## config.mk

```make
export PLATFORM = sky130hd
export DESIGN_NAME = output_bus_arbiter
export DESIGN_NICKNAME = d
export VERILOG_FILES = /design/src/rtl/output_bus_pkg.sv /design/src/rtl/bank_cmd_if.sv /design/src/rtl/bank_busy_tracker.sv /design/src/rtl/bank_command_router.sv /design/src/rtl/output_bus_arbiter.sv /design/src/rtl/round_robin_arbiter.sv
export SDC_FILE = /design/constraint.sdc
export NUM_CORES = 1
export LEC_CHECK = 0
export ABC_CLOCK_PERIOD_IN_PS = 4900
export BUFFER_PORTS_ARGS = -buffer_cell sky130_fd_sc_hd__buf_2
export CELL_PAD_IN_SITES_DETAIL_PLACEMENT = 0
export CELL_PAD_IN_SITES_GLOBAL_PLACEMENT = 1
export CORE_MARGIN = 2
export CORE_UTILIZATION = 34
export DETAILED_ROUTE_END_ITERATION = 16
export PLACE_DENSITY_LB_ADDON = 0.1
export RECOVER_POWER = 100
export SLEW_MARGIN = 20
export SYNTH_ARGS = -nofsm -noshare
export SYNTH_HDL_FRONTEND = slang
export SYNTH_SLANG_ARGS = --single-unit
```

## constraint.sdc

```tcl
create_clock -name clk -period 4.9 [get_ports clk]
set_input_delay 0.98 -clock clk [delete_from_list [all_inputs] [get_ports clk]]
set_output_delay 0.98 -clock clk [all_outputs]
set_load 0.02 [all_outputs]
```

## src/rtl/output_bus_pkg.sv

```systemverilog
`default_nettype none

package output_bus_pkg;

    // requester groups
    localparam int num_edge_pe = 4;
    localparam int num_vertex_unit = 4;

    // output sram banks
    localparam int num_banks = 4;

    // edge PEs first, then edge-bank streams, then vertex-bank streams
    localparam int num_reqs = 2 * num_edge_pe + num_vertex_unit;

    // bank select is the low bits of the node id
    localparam int bank_w = 2;
    localparam int node_id_w = 8;

    localparam int pe_tag_w = 2;

    // feature vector bus
    localparam int data_w = 32;

    localparam int req_idx_w = 4;

endpackage

`default_nettype wire

```

## src/rtl/bank_cmd_if.sv

```systemverilog
`default_nettype none

interface bank_cmd_if;

    logic [output_bus_pkg::num_banks-1:0] valid;
    logic [output_bus_pkg::num_banks-1:0][output_bus_pkg::pe_tag_w-1:0] pe_tag;
    // 0 read, 1 write
    logic [output_bus_pkg::num_banks-1:0] rd_wr;
    logic [output_bus_pkg::num_banks-1:0][output_bus_pkg::node_id_w-1:0] node_id;
    logic [output_bus_pkg::num_banks-1:0][output_bus_pkg::data_w-1:0] data;
    logic [output_bus_pkg::num_banks-1:0] wr_sos;
    logic [output_bus_pkg::num_banks-1:0] wr_eos;

    modport source (
        output valid,
        output pe_tag,
        output rd_wr,
        output node_id,
        output data,
        output wr_sos,
        output wr_eos
    );

    modport sink (
        input valid,
        input pe_tag,
        input rd_wr,
        input node_id,
        input data,
        input wr_sos,
        input wr_eos
    );

endinterface

`default_nettype wire

```

## src/rtl/bank_busy_tracker.sv

```systemverilog
`default_nettype none

module bank_busy_tracker (
    input  logic clk,
    input  logic reset,
    input  logic [output_bus_pkg::num_edge_pe-1:0] pe_req,
    input  logic [output_bus_pkg::num_edge_pe-1:0][output_bus_pkg::node_id_w-1:0] pe_node_id,
    input  logic [output_bus_pkg::num_edge_pe-1:0] eb_req,
    input  logic [output_bus_pkg::num_edge_pe-1:0] eb_eos,
    input  logic [output_bus_pkg::num_edge_pe-1:0][output_bus_pkg::node_id_w-1:0] eb_node_id,
    input  logic [output_bus_pkg::num_vertex_unit-1:0] vb_req,
    input  logic [output_bus_pkg::num_vertex_unit-1:0] vb_eos,
    input  logic [output_bus_pkg::num_vertex_unit-1:0][output_bus_pkg::node_id_w-1:0] vb_node_id,
    input  logic [output_bus_pkg::num_banks-1:0] bank_eos,
    input  logic [output_bus_pkg::num_reqs-1:0] grants,
    output logic [output_bus_pkg::num_reqs-1:0] masked_reqs
);

    localparam int num_streams = output_bus_pkg::num_edge_pe + output_bus_pkg::num_vertex_unit;

    logic [output_bus_pkg::num_reqs-1:0] all_req;
    logic [output_bus_pkg::num_reqs-1:0][output_bus_pkg::node_id_w-1:0] all_node_id;
    logic [num_streams-1:0] st_eos;
    logic [num_streams-1:0][output_bus_pkg::node_id_w-1:0] st_node_id;

    logic [output_bus_pkg::num_banks-1:0] busy;
    logic [output_bus_pkg::num_banks-1:0] nx_busy;
    logic [output_bus_pkg::num_reqs-1:0][output_bus_pkg::bank_w-1:0] cur_bank;
    // bank each requester aimed at last cycle, lines up with grants
    logic [output_bus_pkg::num_reqs-1:0][output_bus_pkg::bank_w-1:0] target_bank;

    assign all_req = {vb_req, eb_req, pe_req};
    assign all_node_id = {vb_node_id, eb_node_id, pe_node_id};
    assign st_eos = {vb_eos, eb_eos};
    assign st_node_id = {vb_node_id, eb_node_id};

    always_comb begin
        nx_busy = busy;
        for (int i = 0; i < output_bus_pkg::num_reqs; i++) begin
            if (grants[i]) begin
                nx_busy[target_bank[i]] = 1'b1;
            end
        end

        // mask against the busy state including this cycle's grant
        for (int i = 0; i < output_bus_pkg::num_reqs; i++) begin
            cur_bank[i] = all_node_id[i][output_bus_pkg::bank_w-1:0];
            masked_reqs[i] = all_req[i] & ~nx_busy[cur_bank[i]];
        end

        // releases land next cycle
        for (int b = 0; b < output_bus_pkg::num_banks; b++) begin
            if (bank_eos[b]) begin
                nx_busy[b] = 1'b0;
            end
        end
        for (int s = 0; s < num_streams; s++) begin
            if (st_eos[s]) begin
                nx_busy[st_node_id[s][output_bus_pkg::bank_w-1:0]] = 1'b0;
            end
        end
    end

    always_ff @(posedge clk) begin
        if (reset) begin
            busy <= '0;
        end else begin
            busy <= nx_busy;
        end
    end

    always_ff @(posedge clk) begin
        target_bank <= cur_bank;
    end

endmodule

`default_nettype wire

```

## src/rtl/bank_command_router.sv

```systemverilog
`default_nettype none

module bank_command_router (
    input  logic clk,
    input  logic reset,
    input  logic [output_bus_pkg::num_edge_pe-1:0] pe_grant_valid,
    input  logic [output_bus_pkg::num_edge_pe-1:0][output_bus_pkg::pe_tag_w-1:0] pe_tag,
    input  logic [output_bus_pkg::num_edge_pe-1:0][output_bus_pkg::node_id_w-1:0] pe_node_id,
    input  logic [output_bus_pkg::num_edge_pe-1:0] eb_grant_valid,
    input  logic [output_bus_pkg::num_edge_pe-1:0] eb_sos,
    input  logic [output_bus_pkg::num_edge_pe-1:0] eb_eos,
    input  logic [output_bus_pkg::num_edge_pe-1:0][output_bus_pkg::data_w-1:0] eb_data,
    input  logic [output_bus_pkg::num_edge_pe-1:0][output_bus_pkg::node_id_w-1:0] eb_node_id,
    input  logic [output_bus_pkg::num_vertex_unit-1:0] vb_grant_valid,
    input  logic [output_bus_pkg::num_vertex_unit-1:0] vb_sos,
    input  logic [output_bus_pkg::num_vertex_unit-1:0] vb_eos,
    input  logic [output_bus_pkg::num_vertex_unit-1:0][output_bus_pkg::data_w-1:0] vb_data,
    input  logic [output_bus_pkg::num_vertex_unit-1:0][output_bus_pkg::node_id_w-1:0] vb_node_id,
    bank_cmd_if.source cmd
);

    localparam int num_streams = output_bus_pkg::num_edge_pe + output_bus_pkg::num_vertex_unit;

    // write streams, edge-bank first so vertex-bank wins a collision
    logic [num_streams-1:0] st_grant_valid;
    logic [num_streams-1:0] st_sos;
    logic [num_streams-1:0] st_eos;
    logic [num_streams-1:0][output_bus_pkg::data_w-1:0] st_data;
    logic [num_streams-1:0][output_bus_pkg::node_id_w-1:0] st_node_id;

    logic [output_bus_pkg::num_banks-1:0] nx_valid;
    logic [output_bus_pkg::num_banks-1:0][output_bus_pkg::pe_tag_w-1:0] nx_pe_tag;
    logic [output_bus_pkg::num_banks-1:0] nx_rd_wr;
    logic [output_bus_pkg::num_banks-1:0][output_bus_pkg::node_id_w-1:0] nx_node_id;
    logic [output_bus_pkg::num_banks-1:0][output_bus_pkg::data_w-1:0] nx_data;
    logic [output_bus_pkg::num_banks-1:0] nx_wr_sos;
    logic [output_bus_pkg::num_banks-1:0] nx_wr_eos;

    assign st_grant_valid = {vb_grant_valid, eb_grant_valid};
    assign st_sos = {vb_sos, eb_sos};
    assign st_eos = {vb_eos, eb_eos};
    assign st_data = {vb_data, eb_data};
    assign st_node_id = {vb_node_id, eb_node_id};

    always_comb begin
        logic [output_bus_pkg::bank_w-1:0] b;
        nx_valid = '0;
        nx_pe_tag = '0;
        nx_rd_wr = '0;
        nx_node_id = '0;
        nx_data = '0;
        nx_wr_sos = '0;
        nx_wr_eos = '0;
        b = '0;
        // reads from edge PEs
        for (int i = 0; i < output_bus_pkg::num_edge_pe; i++) begin
            if (pe_grant_valid[i]) begin
                b = pe_node_id[i][output_bus_pkg::bank_w-1:0];
                nx_valid[b] = 1'b1;
                nx_pe_tag[b] = pe_tag[i];
                nx_rd_wr[b] = 1'b0;
                nx_node_id[b] = pe_node_id[i];
                nx_data[b] = '0;
                nx_wr_sos[b] = 1'b0;
                nx_wr_eos[b] = 1'b0;
            end
        end
        // writes, later index overrides
        for (int s = 0; s < num_streams; s++) begin
            if (st_grant_valid[s]) begin
                b = st_node_id[s][output_bus_pkg::bank_w-1:0];
                nx_valid[b] = 1'b1;
                nx_pe_tag[b] = '0;
                nx_rd_wr[b] = 1'b1;
                nx_node_id[b] = st_node_id[s];
                nx_data[b] = st_data[s];
                nx_wr_sos[b] = st_sos[s];
                nx_wr_eos[b] = st_eos[s];
            end
        end
    end

    always_ff @(posedge clk) begin
        if (reset) begin
            cmd.valid <= '0;
            cmd.pe_tag <= '0;
            cmd.rd_wr <= '0;
            cmd.node_id <= '0;
            cmd.data <= '0;
            cmd.wr_sos <= '0;
            cmd.wr_eos <= '0;
        end else begin
            cmd.valid <= nx_valid;
            cmd.pe_tag <= nx_pe_tag;
            cmd.rd_wr <= nx_rd_wr;
            cmd.node_id <= nx_node_id;
            cmd.data <= nx_data;
            cmd.wr_sos <= nx_wr_sos;
            cmd.wr_eos <= nx_wr_eos;
        end
    end

endmodule

`default_nettype wire

```

## src/rtl/output_bus_arbiter.sv

```systemverilog
`default_nettype none

module output_bus_arbiter (
    input  logic clk,
    input  logic reset,

    // edge PE reads
    input  logic [output_bus_pkg::num_edge_pe-1:0] pe_grant_valid,
    input  logic [output_bus_pkg::num_edge_pe-1:0][output_bus_pkg::pe_tag_w-1:0] pe_tag,
    input  logic [output_bus_pkg::num_edge_pe-1:0] pe_req,
    input  logic [output_bus_pkg::num_edge_pe-1:0][output_bus_pkg::node_id_w-1:0] pe_node_id,

    // edge-bank write streams
    input  logic [output_bus_pkg::num_edge_pe-1:0] eb_grant_valid,
    input  logic [output_bus_pkg::num_edge_pe-1:0] eb_sos,
    input  logic [output_bus_pkg::num_edge_pe-1:0] eb_eos,
    input  logic [output_bus_pkg::num_edge_pe-1:0][output_bus_pkg::data_w-1:0] eb_data,
    input  logic [output_bus_pkg::num_edge_pe-1:0] eb_req,
    input  logic [output_bus_pkg::num_edge_pe-1:0][output_bus_pkg::node_id_w-1:0] eb_node_id,

    // vertex-bank write streams
    input  logic [output_bus_pkg::num_vertex_unit-1:0] vb_grant_valid,
    input  logic [output_bus_pkg::num_vertex_unit-1:0] vb_sos,
    input  logic [output_bus_pkg::num_vertex_unit-1:0] vb_eos,
    input  logic [output_bus_pkg::num_vertex_unit-1:0][output_bus_pkg::data_w-1:0] vb_data,
    input  logic [output_bus_pkg::num_vertex_unit-1:0] vb_req,
    input  logic [output_bus_pkg::num_vertex_unit-1:0][output_bus_pkg::node_id_w-1:0] vb_node_id,

    input  logic [output_bus_pkg::num_banks-1:0] bank_eos,

    // per-bank commands
    output logic [output_bus_pkg::num_banks-1:0] bank_valid,
    output logic [output_bus_pkg::num_banks-1:0][output_bus_pkg::pe_tag_w-1:0] bank_pe_tag,
    output logic [output_bus_pkg::num_banks-1:0] bank_rd_wr,
    output logic [output_bus_pkg::num_banks-1:0][output_bus_pkg::node_id_w-1:0] bank_node_id,
    output logic [output_bus_pkg::num_banks-1:0][output_bus_pkg::data_w-1:0] bank_data,
    output logic [output_bus_pkg::num_banks-1:0] bank_wr_sos,
    output logic [output_bus_pkg::num_banks-1:0] bank_wr_eos,

    output logic [output_bus_pkg::num_reqs-1:0] grants
);

    logic [output_bus_pkg::num_reqs-1:0] masked_reqs;

    bank_cmd_if cmd_bus ();

    bank_command_router bank_command_router_inst (
        .clk            (clk),
        .reset          (reset),
        .pe_grant_valid (pe_grant_valid),
        .pe_tag         (pe_tag),
        .pe_node_id     (pe_node_id),
        .eb_grant_valid (eb_grant_valid),
        .eb_sos         (eb_sos),
        .eb_eos         (eb_eos),
        .eb_data        (eb_data),
        .eb_node_id     (eb_node_id),
        .vb_grant_valid (vb_grant_valid),
        .vb_sos         (vb_sos),
        .vb_eos         (vb_eos),
        .vb_data        (vb_data),
        .vb_node_id     (vb_node_id),
        .cmd            (cmd_bus.source)
    );

    bank_busy_tracker bank_busy_tracker_inst (
        .clk         (clk),
        .reset       (reset),
        .pe_req      (pe_req),
        .pe_node_id  (pe_node_id),
        .eb_req      (eb_req),
        .eb_eos      (eb_eos),
        .eb_node_id  (eb_node_id),
        .vb_req      (vb_req),
        .vb_eos      (vb_eos),
        .vb_node_id  (vb_node_id),
        .bank_eos    (bank_eos),
        .grants      (grants),
        .masked_reqs (masked_reqs)
    );

    round_robin_arbiter round_robin_arbiter_inst (
        .clk         (clk),
        .reset       (reset),
        .masked_reqs (masked_reqs),
        .grants      (grants)
    );

    // command bus out to the banks
    assign bank_valid = cmd_bus.valid;
    assign bank_pe_tag = cmd_bus.pe_tag;
    assign bank_rd_wr = cmd_bus.rd_wr;
    assign bank_node_id = cmd_bus.node_id;
    assign bank_data = cmd_bus.data;
    assign bank_wr_sos = cmd_bus.wr_sos;
    assign bank_wr_eos = cmd_bus.wr_eos;

endmodule

`default_nettype wire

```

## src/rtl/round_robin_arbiter.sv

```systemverilog
`default_nettype none

module round_robin_arbiter (
    input  logic clk,
    input  logic reset,
    input  logic [output_bus_pkg::num_reqs-1:0] masked_reqs,
    output logic [output_bus_pkg::num_reqs-1:0] grants
);

    // search starts here
    logic [output_bus_pkg::req_idx_w-1:0] ptr;
    logic [output_bus_pkg::req_idx_w-1:0] nx_ptr;
    logic [output_bus_pkg::num_reqs-1:0] nx_grants;

    always_comb begin
        int cand;
        int nxt;
        logic found;
        nx_grants = '0;
        nx_ptr = ptr;
        found = 1'b0;
        nxt = 0;
        for (int k = 0; k < output_bus_pkg::num_reqs; k++) begin
            cand = int'(ptr) + k;
            if (cand >= output_bus_pkg::num_reqs) begin
                cand = cand - output_bus_pkg::num_reqs;
            end
            if (!found && masked_reqs[cand]) begin
                found = 1'b1;
                nx_grants[cand] = 1'b1;
                // pointer moves just past the winner
                nxt = cand + 1;
                if (nxt == output_bus_pkg::num_reqs) begin
                    nxt = 0;
                end
                nx_ptr = nxt[output_bus_pkg::req_idx_w-1:0];
            end
        end
    end

    always_ff @(posedge clk) begin
        if (reset) begin
            ptr <= '0;
            grants <= '0;
        end else begin
            ptr <= nx_ptr;
            grants <= nx_grants;
        end
    end

endmodule

`default_nettype wire

```

==> out/metrics.yaml <==
worst_setup_path:
  r2r_slack_ns: 0.17
  r2r_end: "round_robin_arbiter_inst.grants[0]$_SDFF_PP0_"
  crit_arrival_ns: 5.30
  endpoint_kind: "flop"
  worstSetupStartpoint: "round_robin_arbiter_inst.grants[10]$_SDFF_PP0_"
  start_kind: "flop"
  r2r_cells: 18
  crit_end: "round_robin_arbiter_inst.grants[0]$_SDFF_PP0_"
  path_class: "reg2reg"
  critPathRequiredTime_ns: 5.47
  cp_max_fo: 6
  r2r_start: "round_robin_arbiter_inst.grants[10]$_SDFF_PP0_"
grt:
  grt_pass1_vias: 29800
  antenna_found_initial: 60
  grt_pass1_wl_um: 205000
  grt_max_degree: 140
  globalRouteTotalUtil_pct: 38.9
  overflow: 0
detailed_routing:
  drc: 0
  drtIter0Drc: 3991
  finalWirelength_um: 144000
  wl_per_cell_um: 28.3
  via_per_inst: 6.31
  postRouteAntennaNets: 0
  dr_total_vias: 32200
  dr.pass1.iters: 7
synth:
  synth-edff-count: 0
  yosysSeqAreaShare_pct: 19.8
  postSynthCellCount: 3523
  netlist_area_um2: 23100
  synth_top_area_cell: "dfxtp_1"
  async_flop_share_pct: 0
  ys_ff_latch: 228
  syn_avg_cell_area_um2: 6.54
  synth_ff_type: "dfxtp_1"
  synth_top_area_share_pct: 19.8
  synth_warnings: 0
  ys_top_cells_by_area: "dfxtp_1 (20%), a21oi_1 (11%), nor2_1 (11%), a211oi_1 (9.8%), a221oi_1 (6.1%)"
  synthDistinctLibCells: 97
cts:
  cts_buffers: 30
  hold_buffers: 0
  cts_sinks: 228
  cts_tree: "done"
  clk_latency_ns: 0.66
  clk_path_buf_depth: 3
  cts.reportedPaths.clkPinSlew_ns: 0.07
  htreeDepth: 1
  cts.root.buffer_cell: "clkbuf_16"
floorplanning:
  start_util_pct: 34.3
  die_y_um: 264
  core_um2: 67200
  die_width_um: 264
  dieArea_um2: 69900
  ios: 602
  rows: 95
worst_hold_path:
  holdPathStages: 1
  hold_path_startpoint: "vb_node_id[8]"
  min_path_type: "in2reg"
power:
  internal_power_mw: 7.72
  p_seq_share_pct: 14.2
  comb_power_share_pct: 70.9
  peakVddDrop_v: 0.000783
  power_frac_clock_pct: 14.9
  total_leakage_power_nw: 11.4
  switchingPower_mw: 7.73
  cellPowerDensity_nw_per_um2: 523
  netSwitchingFraction_pct: 50.0
placement:
  port_buffers: 601
  dp_cells: 5002
  post-dp-hpwl_um: 109000
  routabilityCongestion: 1.15
  pre_cts_slack_ns: -0.0546
final_layout:
  drive_gt1_share_pct: 20.5
  layoutNonFillerInstCount: 5101
  layout_commonest_cell: "nor2_1"
  area_growth_pct: 28.1
  layout.nets: 4624
  final_cell_mix: "nor2_1 (668), a21oi_1 (510), buf_2 (394)"
sta:
  worst_slack_ns: 0.172
  hold_viol: 0
  worst_pin_slew_ns: 2.98
  finalCriticalPeriod_ns: 4.73
  max_freq_mhz: 211
  slew_headroom_pct: -99.1
  final-setup-viol-count: 0
  drv_slew: 105
  min_period_over_period_pct: 96.5
  finClkSkew_ns: 0.0480
status:
  status: "finished with violations"
  violations: "capacitance limit, slew limit"
run:
  maxCapViolations: 3
## registers in the layout, indices dropped and copies added, names as in the netlist
signal / cells
round_robin_arbiter_inst.grants: 12
bank_command_router_inst.cmd.pe_tag: 8
bank_command_router_inst.cmd.wr_sos: 4
bank_command_router_inst.cmd.valid: 4
bank_command_router_inst.cmd.wr_eos: 4
round_robin_arbiter_inst.ptr: 4
bank_command_router_inst.cmd.node_id: 32
bank_busy_tracker_inst.busy: 4
bank_busy_tracker_inst.target_bank: 24
bank_command_router_inst.cmd.data: 128
bank_command_router_inst.cmd.rd_wr: 4
## routing by layer
layer  wire, um  share of wire (%)  up-vias  track usage [%]
li1           -                  -    14700                -
met3      12800                8.8      375             7.23
met4       9870                6.8       24             25.3
met2      64500                 45     1860             61.3
met1      57200                 40    15200             48.7
met5        154               0.11        -                0
## per-stage QoR
stage               hold WS, ns  power (mW)  util, %  TNS (ns)  area (um^2)
floorplan                 0.736        7.59        -         0        23100
global placement          0.902        12.7     42.6    -0.817        28600
detailed placement        0.911        12.6     42.6    -0.179        28600
CTS                       0.497        14.9     44.1         0        29600
global route              0.574        16.1     43.9    -0.154        29500
finish                    0.565        15.5     44.0         0        29500
## synth_stat cells (all sizes together), types with 19 or more instances
library cell and number:
buf 31, nand3 77, a31oi 20, o21ai 93
ha 52, o211ai 91, and2 22, a221oi 160
xnor2 29, dfxtp 228, nor2 673, a22oi 27
a211oi 301, clkbuf 301, nor4 22, nand4 39
nand3b 27, nor3 192, o22ai 41, mux2i 19
and3 31, a21oi 513, nand2 238, nor2b 28
inv 37
## cell type report
class / instances / area (um^2)
fillers: 7445 / 37600
multi-input cells: 2935 / 17400
repair buffers: 930 / 5180
flip-flops and latches: 228 / 4570
well taps: 873 / 1090
clock buffers: 36 / 793
clock inverters: 17 / 189
inverters: 41 / 154
diodes: 41 / 103
## worst max-delay path: stages (launching register included)
cell	delay, ns
dfxtp_1	0.53
buf_4	0.19
nor3b_1	0.18
nor3_1	0.09
nand4_2	0.17
o22ai_1	0.15
a2111oi_0	0.46
nor4_1	0.13
buf_4	0.19
a2111o_1	0.39
or3_4	0.44
buf_4	0.17
nor4_4	0.32
nand4b_1	0.27
buf_4	0.24
o32ai_2	0.25
buf_4	0.21
nand2_1	0.07
a31oi_1	0.20
## repair_timing
action | in CTS | in global routing
endpoints found under the setup margin | 4 | 16
resized for setup | 1 | 36
pin swaps | 0 | 7
hold endpoints to repair | 0 | 0
buffers inserted | 0 | 5
## power groups by stage
stage               combinational, mW  sequential, mW  clock [mW]
finish                           11.0            2.20        2.30
floorplan                        5.20            2.39           0
global route                     11.5            2.21        2.37
detailed placement               10.4            2.22           0
global placement                 10.5            2.22           0
CTS                              10.5            2.18        2.31
## cells by family (layout without fill, tap and decap cells)
logic type | Yosys count | in the layout | share of synthesized area, %
simple gates | 1433 | 1433 | 28.8
xor+xnor | 33 | 33 | 1.25
other cells | 2 | 56 | 0.0326
fa+ha+maj | 52 | 52 | 2.82
flops | 228 | 228 | 19.8
mux | 23 | 23 | 1.13
buf+inv | 373 | 1024 | 6.28
compound gates | 1379 | 1379 | 39.9
## how the worst min path moves through the flow
stage	endpoint
2_1_floorplan	bank_busy_tracker_inst.busy[1]$_SDFF_PP0_
3_3_place_gp	round_robin_arbiter_inst.ptr[3]$_SDFFE_PP0N_
3_5_place_dp	round_robin_arbiter_inst.ptr[3]$_SDFFE_PP0N_
4_1_cts	bank_busy_tracker_inst.target_bank[18]$_DFF_P_
5_1_grt	bank_busy_tracker_inst.target_bank[4]$_DFF_P_
6_report	bank_busy_tracker_inst.target_bank[18]$_DFF_P_
Power figures use the tool's default switching activity.
